`src/hdl/game_pkg.sv`:
```
// game package: coordinate type, move commands, motion states and map constants

package game_pkg;

    typedef logic [10:0] coord_t;  // screen pixels

    typedef enum logic [2:0] {
        cmd_none,
        cmd_left,
        cmd_right,
        cmd_jump,
        cmd_up,
        cmd_down
    } move_cmd_t;

    typedef enum logic [3:0] {
        st_idle,
        st_idle_ladder,
        st_go_left,
        st_go_right,
        st_jump,
        st_fall,
        st_go_up,
        st_go_down,
        st_home
    } motion_state_t;

    // timing
    localparam int STEP_DIV    = 4;  // cycles per walk or climb pixel
    localparam int GRAVITY_DIV = 8;  // cycles per vertical update in the air

    localparam coord_t JUMP_HEIGHT = 11'd20;

    // screen and character
    localparam coord_t SCREEN_W = 11'd640;
    localparam coord_t CHAR_W   = 11'd16;

    // floors, y grows downward so floor 0 is the lowest
    localparam coord_t FLOOR_Y0 = 11'd440;
    localparam coord_t FLOOR_Y1 = 11'd320;
    localparam coord_t FLOOR_Y2 = 11'd200;

    localparam coord_t START_X = 11'd40;
    localparam coord_t START_Y = FLOOR_Y0;

    localparam coord_t FLOOR_END_X = 11'd480;  // floor 1 stops here

    // ladder 0 joins floors 0 and 1, ladder 1 joins floors 1 and 2
    localparam coord_t LADDER_X0 = 11'd200;
    localparam coord_t LADDER_X1 = 11'd400;
    localparam coord_t LADDER_W  = 11'd4;   // +/- tolerance around the column

endpackage

```
`src/hdl/input_decode.sv`:
```
// input decode: registers the button levels and issues one prioritized move command
`timescale 1ns/1ns

module input_decode
    import game_pkg::*;
(
    input  logic      clk,
    input  logic      rst,
    input  logic      left,
    input  logic      right,
    input  logic      jump,
    input  logic      up,
    input  logic      down,
    input  logic      start_game,
    input  logic      animation,
    output move_cmd_t cmd
);

    logic      left_q, right_q, jump_q, up_q, down_q;
    logic      start_q, anim_q;
    move_cmd_t cmd_sel;

    always_ff @(posedge clk) begin
        if (rst) begin
            left_q  <= 1'b0;
            right_q <= 1'b0;
            jump_q  <= 1'b0;
            up_q    <= 1'b0;
            down_q  <= 1'b0;
            start_q <= 1'b0;
            anim_q  <= 1'b0;
            cmd     <= cmd_none;
        end else begin
            left_q  <= left;
            right_q <= right;
            jump_q  <= jump;
            up_q    <= up;
            down_q  <= down;
            start_q <= start_game;
            anim_q  <= animation;
            cmd     <= cmd_sel;
        end
    end

    always_comb begin
        if (!start_q || anim_q) begin  // game not running
            cmd_sel = cmd_none;
        end else if (left_q) begin
            cmd_sel = cmd_left;
        end else if (right_q) begin
            cmd_sel = cmd_right;
        end else if (jump_q) begin
            cmd_sel = cmd_jump;
        end else if (up_q) begin
            cmd_sel = cmd_up;  // ladder check is done by the movement block
        end else if (down_q) begin
            cmd_sel = cmd_down;
        end else begin
            cmd_sel = cmd_none;
        end
    end

endmodule

```
`src/hdl/map_lookup.sv`:
```
// map lookup: ladder presence, climb limits, floor end and landing row for a position
`timescale 1ns/1ns

module map_lookup
    import game_pkg::*;
(
    input  coord_t xpos,
    input  coord_t ypos,
    output logic   ladder,
    output coord_t limit_top,
    output coord_t limit_bottom,
    output logic   floor_end,
    output coord_t landing_y
);

    logic   near_l0, near_l1;
    logic   span_l0, span_l1;
    coord_t floor_row;

    // horizontal match within the tolerance
    always_comb begin
        near_l0 = (xpos + LADDER_W >= LADDER_X0) && (xpos <= LADDER_X0 + LADDER_W);
        near_l1 = (xpos + LADDER_W >= LADDER_X1) && (xpos <= LADDER_X1 + LADDER_W);
    end

    // vertical range each ladder covers, ends included
    always_comb begin
        span_l0 = (ypos >= FLOOR_Y1) && (ypos <= FLOOR_Y0);
        span_l1 = (ypos >= FLOOR_Y2) && (ypos <= FLOOR_Y1);
    end

    always_comb begin
        ladder = (near_l0 && span_l0) || (near_l1 && span_l1);
        if (near_l1 && span_l1) begin
            limit_top    = FLOOR_Y2;
            limit_bottom = FLOOR_Y1;
        end else begin
            limit_top    = FLOOR_Y1;  // ladder 0, also the default
            limit_bottom = FLOOR_Y0;
        end
    end

    // floor under the character
    always_comb begin
        if (ypos > FLOOR_Y1) begin
            floor_row = FLOOR_Y0;
        end else if (ypos > FLOOR_Y2) begin
            floor_row = FLOOR_Y1;
        end else begin
            floor_row = FLOOR_Y2;
        end
    end

    always_comb begin
        floor_end = (ypos == FLOOR_Y1) && (xpos > FLOOR_END_X);
        landing_y = floor_end ? FLOOR_Y0 : floor_row;  // drop to the bottom floor
    end

endmodule

```
`src/hdl/character_movement.sv`:
```
// character movement FSM for walking, jumping, falling and climbing ladders
`timescale 1ns/1ns

module character_movement
    import game_pkg::*;
(
    input  logic      clk,
    input  logic      rst,
    input  move_cmd_t cmd,
    input  logic      left,
    input  logic      right,
    input  logic      hit,
    input  logic      ladder,
    input  coord_t    limit_top,
    input  coord_t    limit_bottom,
    input  logic      floor_end,
    input  coord_t    landing_y,
    output coord_t    xpos,
    output coord_t    ypos
);

    motion_state_t state, state_nxt;
    logic [7:0]    cnt, cnt_nxt;
    coord_t        speed, speed_nxt;
    coord_t        land_y, land_y_nxt;
    logic          stuck, stuck_nxt;
    coord_t        xpos_nxt, ypos_nxt;
    logic          step_tick, step_last, steer_tick, gravity_tick;
    coord_t        peak_y;

    function automatic coord_t step_left(input coord_t x);
        return (x == '0) ? x : x - 11'd1;
    endfunction

    function automatic coord_t step_right(input coord_t x);
        return (x >= SCREEN_W - CHAR_W) ? x : x + 11'd1;
    endfunction

    // in-air steering from the live button levels
    function automatic coord_t steer(input coord_t x, input logic l, input logic r);
        coord_t res;
        if (l) begin
            res = step_left(x);
        end else if (r) begin
            res = step_right(x);
        end else begin
            res = x;
        end
        return res;
    endfunction

    always_comb begin
        step_tick    = (cnt == 8'(STEP_DIV));
        step_last    = (cnt == 8'(STEP_DIV + 1));
        steer_tick   = ((cnt % 8'(2 * STEP_DIV)) == '0);
        gravity_tick = ((cnt % 8'(GRAVITY_DIV)) == 8'(GRAVITY_DIV - 1));
        peak_y       = land_y - JUMP_HEIGHT;
    end

    always_ff @(posedge clk) begin
        if (rst) begin
            state <= st_idle;
            xpos  <= START_X;
            ypos  <= START_Y;
            cnt   <= '0;
            stuck <= 1'b0;
        end else begin
            state <= state_nxt;
            xpos  <= xpos_nxt;
            ypos  <= ypos_nxt;
            cnt   <= cnt_nxt;
            stuck <= stuck_nxt;
        end
    end

    // jump speed and landing row of the air states
    always_ff @(posedge clk) begin
        speed  <= speed_nxt;
        land_y <= land_y_nxt;
    end

    always_comb begin
        state_nxt  = state;
        xpos_nxt   = xpos;
        ypos_nxt   = ypos;
        cnt_nxt    = cnt + 8'd1;
        speed_nxt  = speed;
        land_y_nxt = land_y;
        stuck_nxt  = stuck;

        case (state)
            st_idle: begin
                cnt_nxt   = '0;
                stuck_nxt = 1'b0;
                if (floor_end) begin  // walked off floor 1
                    state_nxt  = st_fall;
                    land_y_nxt = landing_y;
                    speed_nxt  = 11'd1;
                end else if (cmd == cmd_left) begin
                    state_nxt = st_go_left;
                end else if (cmd == cmd_right) begin
                    state_nxt = st_go_right;
                end else if (cmd == cmd_jump) begin
                    state_nxt  = st_jump;
                    land_y_nxt = ypos;  // takeoff row
                    speed_nxt  = 11'd1;
                end else if (cmd == cmd_up && ladder) begin
                    state_nxt = st_go_up;
                end else if (cmd == cmd_down && ladder) begin
                    state_nxt = st_go_down;
                end
            end

            st_idle_ladder: begin
                cnt_nxt   = '0;
                stuck_nxt = 1'b0;
                if (cmd == cmd_up && ladder) begin
                    state_nxt = st_go_up;
                end else if (cmd == cmd_down && ladder) begin
                    state_nxt = st_go_down;
                end
            end

            st_go_left, st_go_right: begin
                if (step_tick) begin
                    xpos_nxt = (state == st_go_left) ? step_left(xpos) : step_right(xpos);
                end
                if (step_last) begin
                    state_nxt = st_idle;
                end
            end

            st_go_up: begin
                if (step_tick) begin
                    if (ypos <= limit_top) begin
                        stuck_nxt = 1'b1;  // top reached so no move
                    end else begin
                        ypos_nxt = ypos - 11'd1;
                    end
                end
                if (step_last) begin
                    state_nxt = stuck ? st_idle : st_idle_ladder;
                end
            end

            st_go_down: begin
                if (step_tick) begin
                    if (ypos >= limit_bottom) begin
                        stuck_nxt = 1'b1;
                    end else begin
                        ypos_nxt = ypos + 11'd1;
                    end
                end
                if (step_last) begin
                    state_nxt = stuck ? st_idle : st_idle_ladder;
                end
            end

            st_jump: begin
                if (steer_tick) begin
                    xpos_nxt = steer(xpos, left, right);
                end
                if (gravity_tick) begin
                    if (ypos <= peak_y + speed) begin  // clamp at the apex
                        ypos_nxt  = peak_y;
                        state_nxt = st_fall;
                        speed_nxt = 11'd1;
                    end else begin
                        ypos_nxt  = ypos - speed;
                        speed_nxt = speed + 11'd1;
                    end
                end
            end

            st_fall: begin
                if (steer_tick) begin
                    xpos_nxt = steer(xpos, left, right);
                end
                if (gravity_tick) begin
                    if (ypos + speed >= land_y) begin
                        ypos_nxt  = land_y;
                        state_nxt = st_idle;
                    end else begin
                        ypos_nxt  = ypos + speed;
                        speed_nxt = speed + 11'd1;
                    end
                end
            end

            st_home: begin
                xpos_nxt  = START_X;
                ypos_nxt  = START_Y;
                cnt_nxt   = '0;
                state_nxt = st_idle;
            end

            default: begin
                state_nxt = st_idle;
            end
        endcase

        if (hit) begin  // wins over any move
            state_nxt = st_home;
        end
    end

endmodule

```
`src/hdl/player_subsystem.sv`:
```
// player subsystem: joins command decode, map lookup and the movement FSM
`timescale 1ns/1ns

module player_subsystem
    import game_pkg::*;
(
    input  logic   clk,
    input  logic   rst,
    input  logic   left,
    input  logic   right,
    input  logic   jump,
    input  logic   up,
    input  logic   down,
    input  logic   start_game,
    input  logic   animation,
    input  logic   hit,
    output coord_t xpos,
    output coord_t ypos
);

    move_cmd_t cmd;
    logic      ladder;
    logic      floor_end;
    coord_t    limit_top, limit_bottom, landing_y;

    input_decode u_input_decode (
        .clk        (clk),
        .rst        (rst),
        .left       (left),
        .right      (right),
        .jump       (jump),
        .up         (up),
        .down       (down),
        .start_game (start_game),
        .animation  (animation),
        .cmd        (cmd)
    );

    map_lookup u_map_lookup (
        .xpos         (xpos),
        .ypos         (ypos),
        .ladder       (ladder),
        .limit_top    (limit_top),
        .limit_bottom (limit_bottom),
        .floor_end    (floor_end),
        .landing_y    (landing_y)
    );

    character_movement u_character_movement (
        .clk          (clk),
        .rst          (rst),
        .cmd          (cmd),
        .left         (left),   // live levels for steering in the air
        .right        (right),
        .hit          (hit),
        .ladder       (ladder),
        .limit_top    (limit_top),
        .limit_bottom (limit_bottom),
        .floor_end    (floor_end),
        .landing_y    (landing_y),
        .xpos         (xpos),
        .ypos         (ypos)
    );

endmodule

```
`config.mk`:
```
export PLATFORM = sky130hd
export DESIGN_NAME = player_subsystem
export DESIGN_NICKNAME = d
export VERILOG_FILES = /design/src/hdl/game_pkg.sv /design/src/hdl/input_decode.sv /design/src/hdl/map_lookup.sv /design/src/hdl/character_movement.sv /design/src/hdl/player_subsystem.sv
export SDC_FILE = /design/constraint.sdc
export NUM_CORES = 1
export LEC_CHECK = 0
export BUFFER_PORTS_ARGS = -buffer_cell sky130_fd_sc_hd__buf_2
export CORE_UTILIZATION = 50
export DETAILED_ROUTE_END_ITERATION = 7
export PLACE_DENSITY = 0.75
export SETUP_SLACK_MARGIN = 0.3
export SLEW_MARGIN = 5
export SYNTH_ARGS = -nofsm -noshare
export SYNTH_HDL_FRONTEND = slang
export SYNTH_HIERARCHICAL = 1
export SYNTH_SLANG_ARGS = --single-unit
```
`constraint.sdc`:
```
create_clock -name clk -period 5.2 [get_ports clk]
set_input_delay 0.26 -clock clk [delete_from_list [all_inputs] [get_ports clk]]
set_output_delay 0.26 -clock clk [all_outputs]
set_load 0.03 [all_outputs]
```
==> results.json <==
{
  "synth_adder_area_share_pct": 17.3,
  "arrival_ns": 4.78,
  "nets": 1041,
  "numPortBuffers": 31,
  "grt_antenna_before_repair": 1,
  "globalRoute.totalOverflow": 0,
  "synth-xor-area-share_pct": 7.45,
  "grt_pass1_wl_um": 32200,
  "finalCritPeriodShare_pct": 87.3,
  "netlist_instances": 909,
  "hold_start": "hit",
  "rsz0062_at_grt": "true",
  "hold_viol": 0,
  "synth_compound_area_share_pct": 22.7,
  "wl_met1_um": 8780,
  "core_area_um2": 14500,
  "rr_startpoint": "u_character_movement/land_y[2]",
  "tightestPinTransition_ns": 1.15,
  "yosys_warnings": 6,
  "clkTransAtPathRegs_ns": 0.06,
  "final_cell_area_um2": 8000,
  "wire_per_inst_um": 18.0,
  "grt_usage_pct": 27.5,
  "drive_above_1_share_pct": 12.5,
  "ios": 32,
  "synthSimpleGateAreaFrac_pct": 20.3,
  "cts_buffers": 9,
  "rows": 44,
  "synthDistinctLibCells": 88,
  "crit_fanout": 9,
  "clock_path_buffers": 2,
  "fp.dieH_um": 124,
  "drt-initial-drc-count": 594,
  "first_pass_iters": 5,
  "ant_nets": 0,
  "cts_hold_buf": 0,
  "dp_hpwl_um": 15100,
  "syn_area_per_cell_um2": 8.15,
  "leakage_uw": 0.00334,
  "internal-power_uw": 1110,
  "clk_latency_ns": 0.35,
  "final_common_cell": "ha_1",
  "fin_crit_ns": 4.54,
  "ys_seq_elements": 67,
  "cp-start-kind": "register",
  "htree_num_levels": 3,
  "synth_top_family_by_area": "compound AO/OA/AOI/OAI gates",
  "fin_skew_ns": 0.0135,
  "synth_edf_count": 22,
  "p_total_uw": 1630,
  "dr.max_layer_used": "met4",
  "synth.area.mux_share_pct": 1.91,
  "slew_headroom_pct": 23.4,
  "setup_tns_ns": 0,
  "cts_tree": "yes",
  "die-area_um2": 15300,
  "ys_seq_area_share_pct": 21.1,
  "drc": 0,
  "avgViaCountPerCell": 6.11,
  "drv_slew": 0,
  "cts_root_buffer": "clkbuf_16",
  "via_count": 6850,
  "routed_wl_um": 20100,
  "grt_pass1_vias": 6374,
  "place_inst": 1101,
  "syn_area_um2": 7410,
  "cp.required_ns": 5.44,
  "grt_max_degree": 40,
  "startpoint": "u_character_movement/land_y[2]",
  "final_cell_mix": "ha_1, nor2_1, inv_1",
  "area.growth.synth_to_final_pct": 7.90,
  "powerDensity_nw_per_um2": 204,
  "synth_flop_cell": "dfxtp_1",
  "p_sw_share_pct": 32.1,
  "switchingPower_uw": 525,
  "setup_viol": 0,
  "synth-async-reset-ratio_pct": 0,
  "wl_met2_um": 9220,
  "cap_violations": 0,
  "status": "complete, no violations",
  "combPwrFrac_pct": 24.4,
  "max_freq_mhz": 220,
  "critical_path_class": "register to register",
  "hold_path.class": "input pin to register",
  "fp.dieW_um": 124,
  "endpoint_kind": "register",
  "cts.sinks": 67,
  "seq_power_share_pct": 35.3,
  "place_area_um2": 7620,
  "fillers": 1338,
  "ir_drop_mv": 0.141,
  "pwr-share-clk_pct": 40.3,
  "layout.cells.non_filler": 1121,
  "globalplace.congestion": 1.03,
  "start_util_pct": 51.2,
  "wl_met3_um": 1390
}
-- routing by layer --
metal / vias to the layer above / GRT usage (%)
met2: 257 / 44.3
li1: 3301 / -
met5: - / 0
met3: 51 / 6.59
met4: 0 / 12.6
met1: 3241 / 34.7
-- timing repair --
action                                  in CTS  in global routing
setup buffers                                0                  3
endpoints found under the setup margin       0                 13
resized for setup                            0                  6
-- critical path, cell delays in order (launching register included) --
cell and delay, ns:
edfxtp_1 0.43, inv_1 0.12, ha_1 0.27, xnor2_1 0.28, ha_1 0.30, inv_1 0.09, o21bai_1 0.08, a21oi_1 0.20
o21ai_0 0.18, a21o_1 0.21, a21oi_1 0.17, xnor2_1 0.09, ha_1 0.29, nand4_1 0.16, nor3_2 0.25, o21a_1 0.22
o31ai_4 0.14, or3_1 0.41, o221ai_2 0.13, nor2_1 0.09, a2111oi_1 0.33
-- cell families after synthesis --
group,count (synthesis)
AND/OR/NAND/NOR,284
multiplexers,13
other,2
flip-flops,67
AO/OA/AOI/OAI,244
buffers and inverters,136
XOR/XNOR,63
adder cells (fa/ha/maj),100
-- cell usage after synthesis, drive strengths merged, types with 5 or more instances --
| cell | n | share of area [%] |
|---|---|---|
| a22oi | 6 | 0.61 |
| edfxtp | 22 | 8.9 |
| clkbuf | 18 | 0.93 |
| or3 | 7 | 0.59 |
| buf | 43 | 4.5 |
| xnor2 | 44 | 5.2 |
| nor3 | 34 | 2.5 |
| nor2 | 80 | 4.2 |
| nand3 | 32 | 2.2 |
| o22ai | 9 | 0.76 |
| a31oi | 10 | 0.84 |
| o21a | 9 | 0.91 |
| o21bai | 10 | 1.0 |
| nor3b | 8 | 0.81 |
| inv | 75 | 3.8 |
| and3 | 7 | 0.59 |
| o211ai | 9 | 0.91 |
| nand4 | 9 | 0.96 |
| dfxtp | 45 | 12 |
| a21o | 15 | 1.5 |
| o31ai | 6 | 0.68 |
| a21oi | 69 | 4.7 |
| and2b | 7 | 0.83 |
| a211oi | 9 | 0.91 |
| xor2 | 19 | 2.2 |
| a2111oi | 5 | 0.93 |
| nor2b | 12 | 1.0 |
| nand2 | 57 | 3.0 |
| ha | 96 | 16 |
| o21ai | 42 | 2.8 |
| mux2 | 9 | 1.4 |
| nand3b | 5 | 0.51 |
-- power by group through the flow --
stage / clock network [uW] / registers [uW] / logic (uW)
after floorplan: 0 / 603 / 275
after global placement: 0 / 587 / 380
after detailed placement: 0 / 588 / 384
after CTS: 667 / 576 / 388
after global routing: 694 / 578 / 442
final: 659 / 577 / 398
-- state kept, by name, indices dropped and copies added, names as in the netlist --
register and flops:
u_character_movement/land_y 11, u_character_movement/speed 11, u_character_movement/xpos 11, u_character_movement/ypos 11, u_character_movement/cnt 8, u_character_movement/state 4, u_input_decode/cmd 3, u_character_movement/stuck 1
u_input_decode/anim_q 1, u_input_decode/down_q 1, u_input_decode/jump_q 1, u_input_decode/left_q 1, u_input_decode/right_q 1, u_input_decode/start_q 1, u_input_decode/up_q 1
-- final cells by class --
type                    count  area, um2  area share, %
diodes                      1       2.50         0.0313
clock buffers              12        289           3.61
clock inverters             4       33.8          0.422
inverters                  75        282           3.52
multi-input cells         723       5260           65.8
flip-flops and latches     67       1560           19.5
well taps                 184        230           2.88
repair buffers             55        335           4.19
-- path summary, 6_finish.rpt --
path                            cells after the start                            end  slack (ns)
worst max-delay path                               20  u_character_movement/state[0]        0.66
worst min-delay path                                2  u_character_movement/state[1]        0.12
worst max register to register                     20  u_character_movement/state[0]        0.66
worst min register to register                      1          u_input_decode/cmd[2]        0.47
-- per-stage QoR --
step / setup WS, ns / hold slack [ns] / util [%]
finish: 0.660 / 0.125 / 55.2
global route: 0.244 / 0.121 / 55.2
CTS: 0.531 / 0.116 / 54.9
detailed placement: 0.587 / 0.457 / 52.6
global placement: 0.684 / 0.446 / 52.6
floorplan: 0.961 / 0.339 / -
Note: power is estimated with default switching activity, not from simulation.
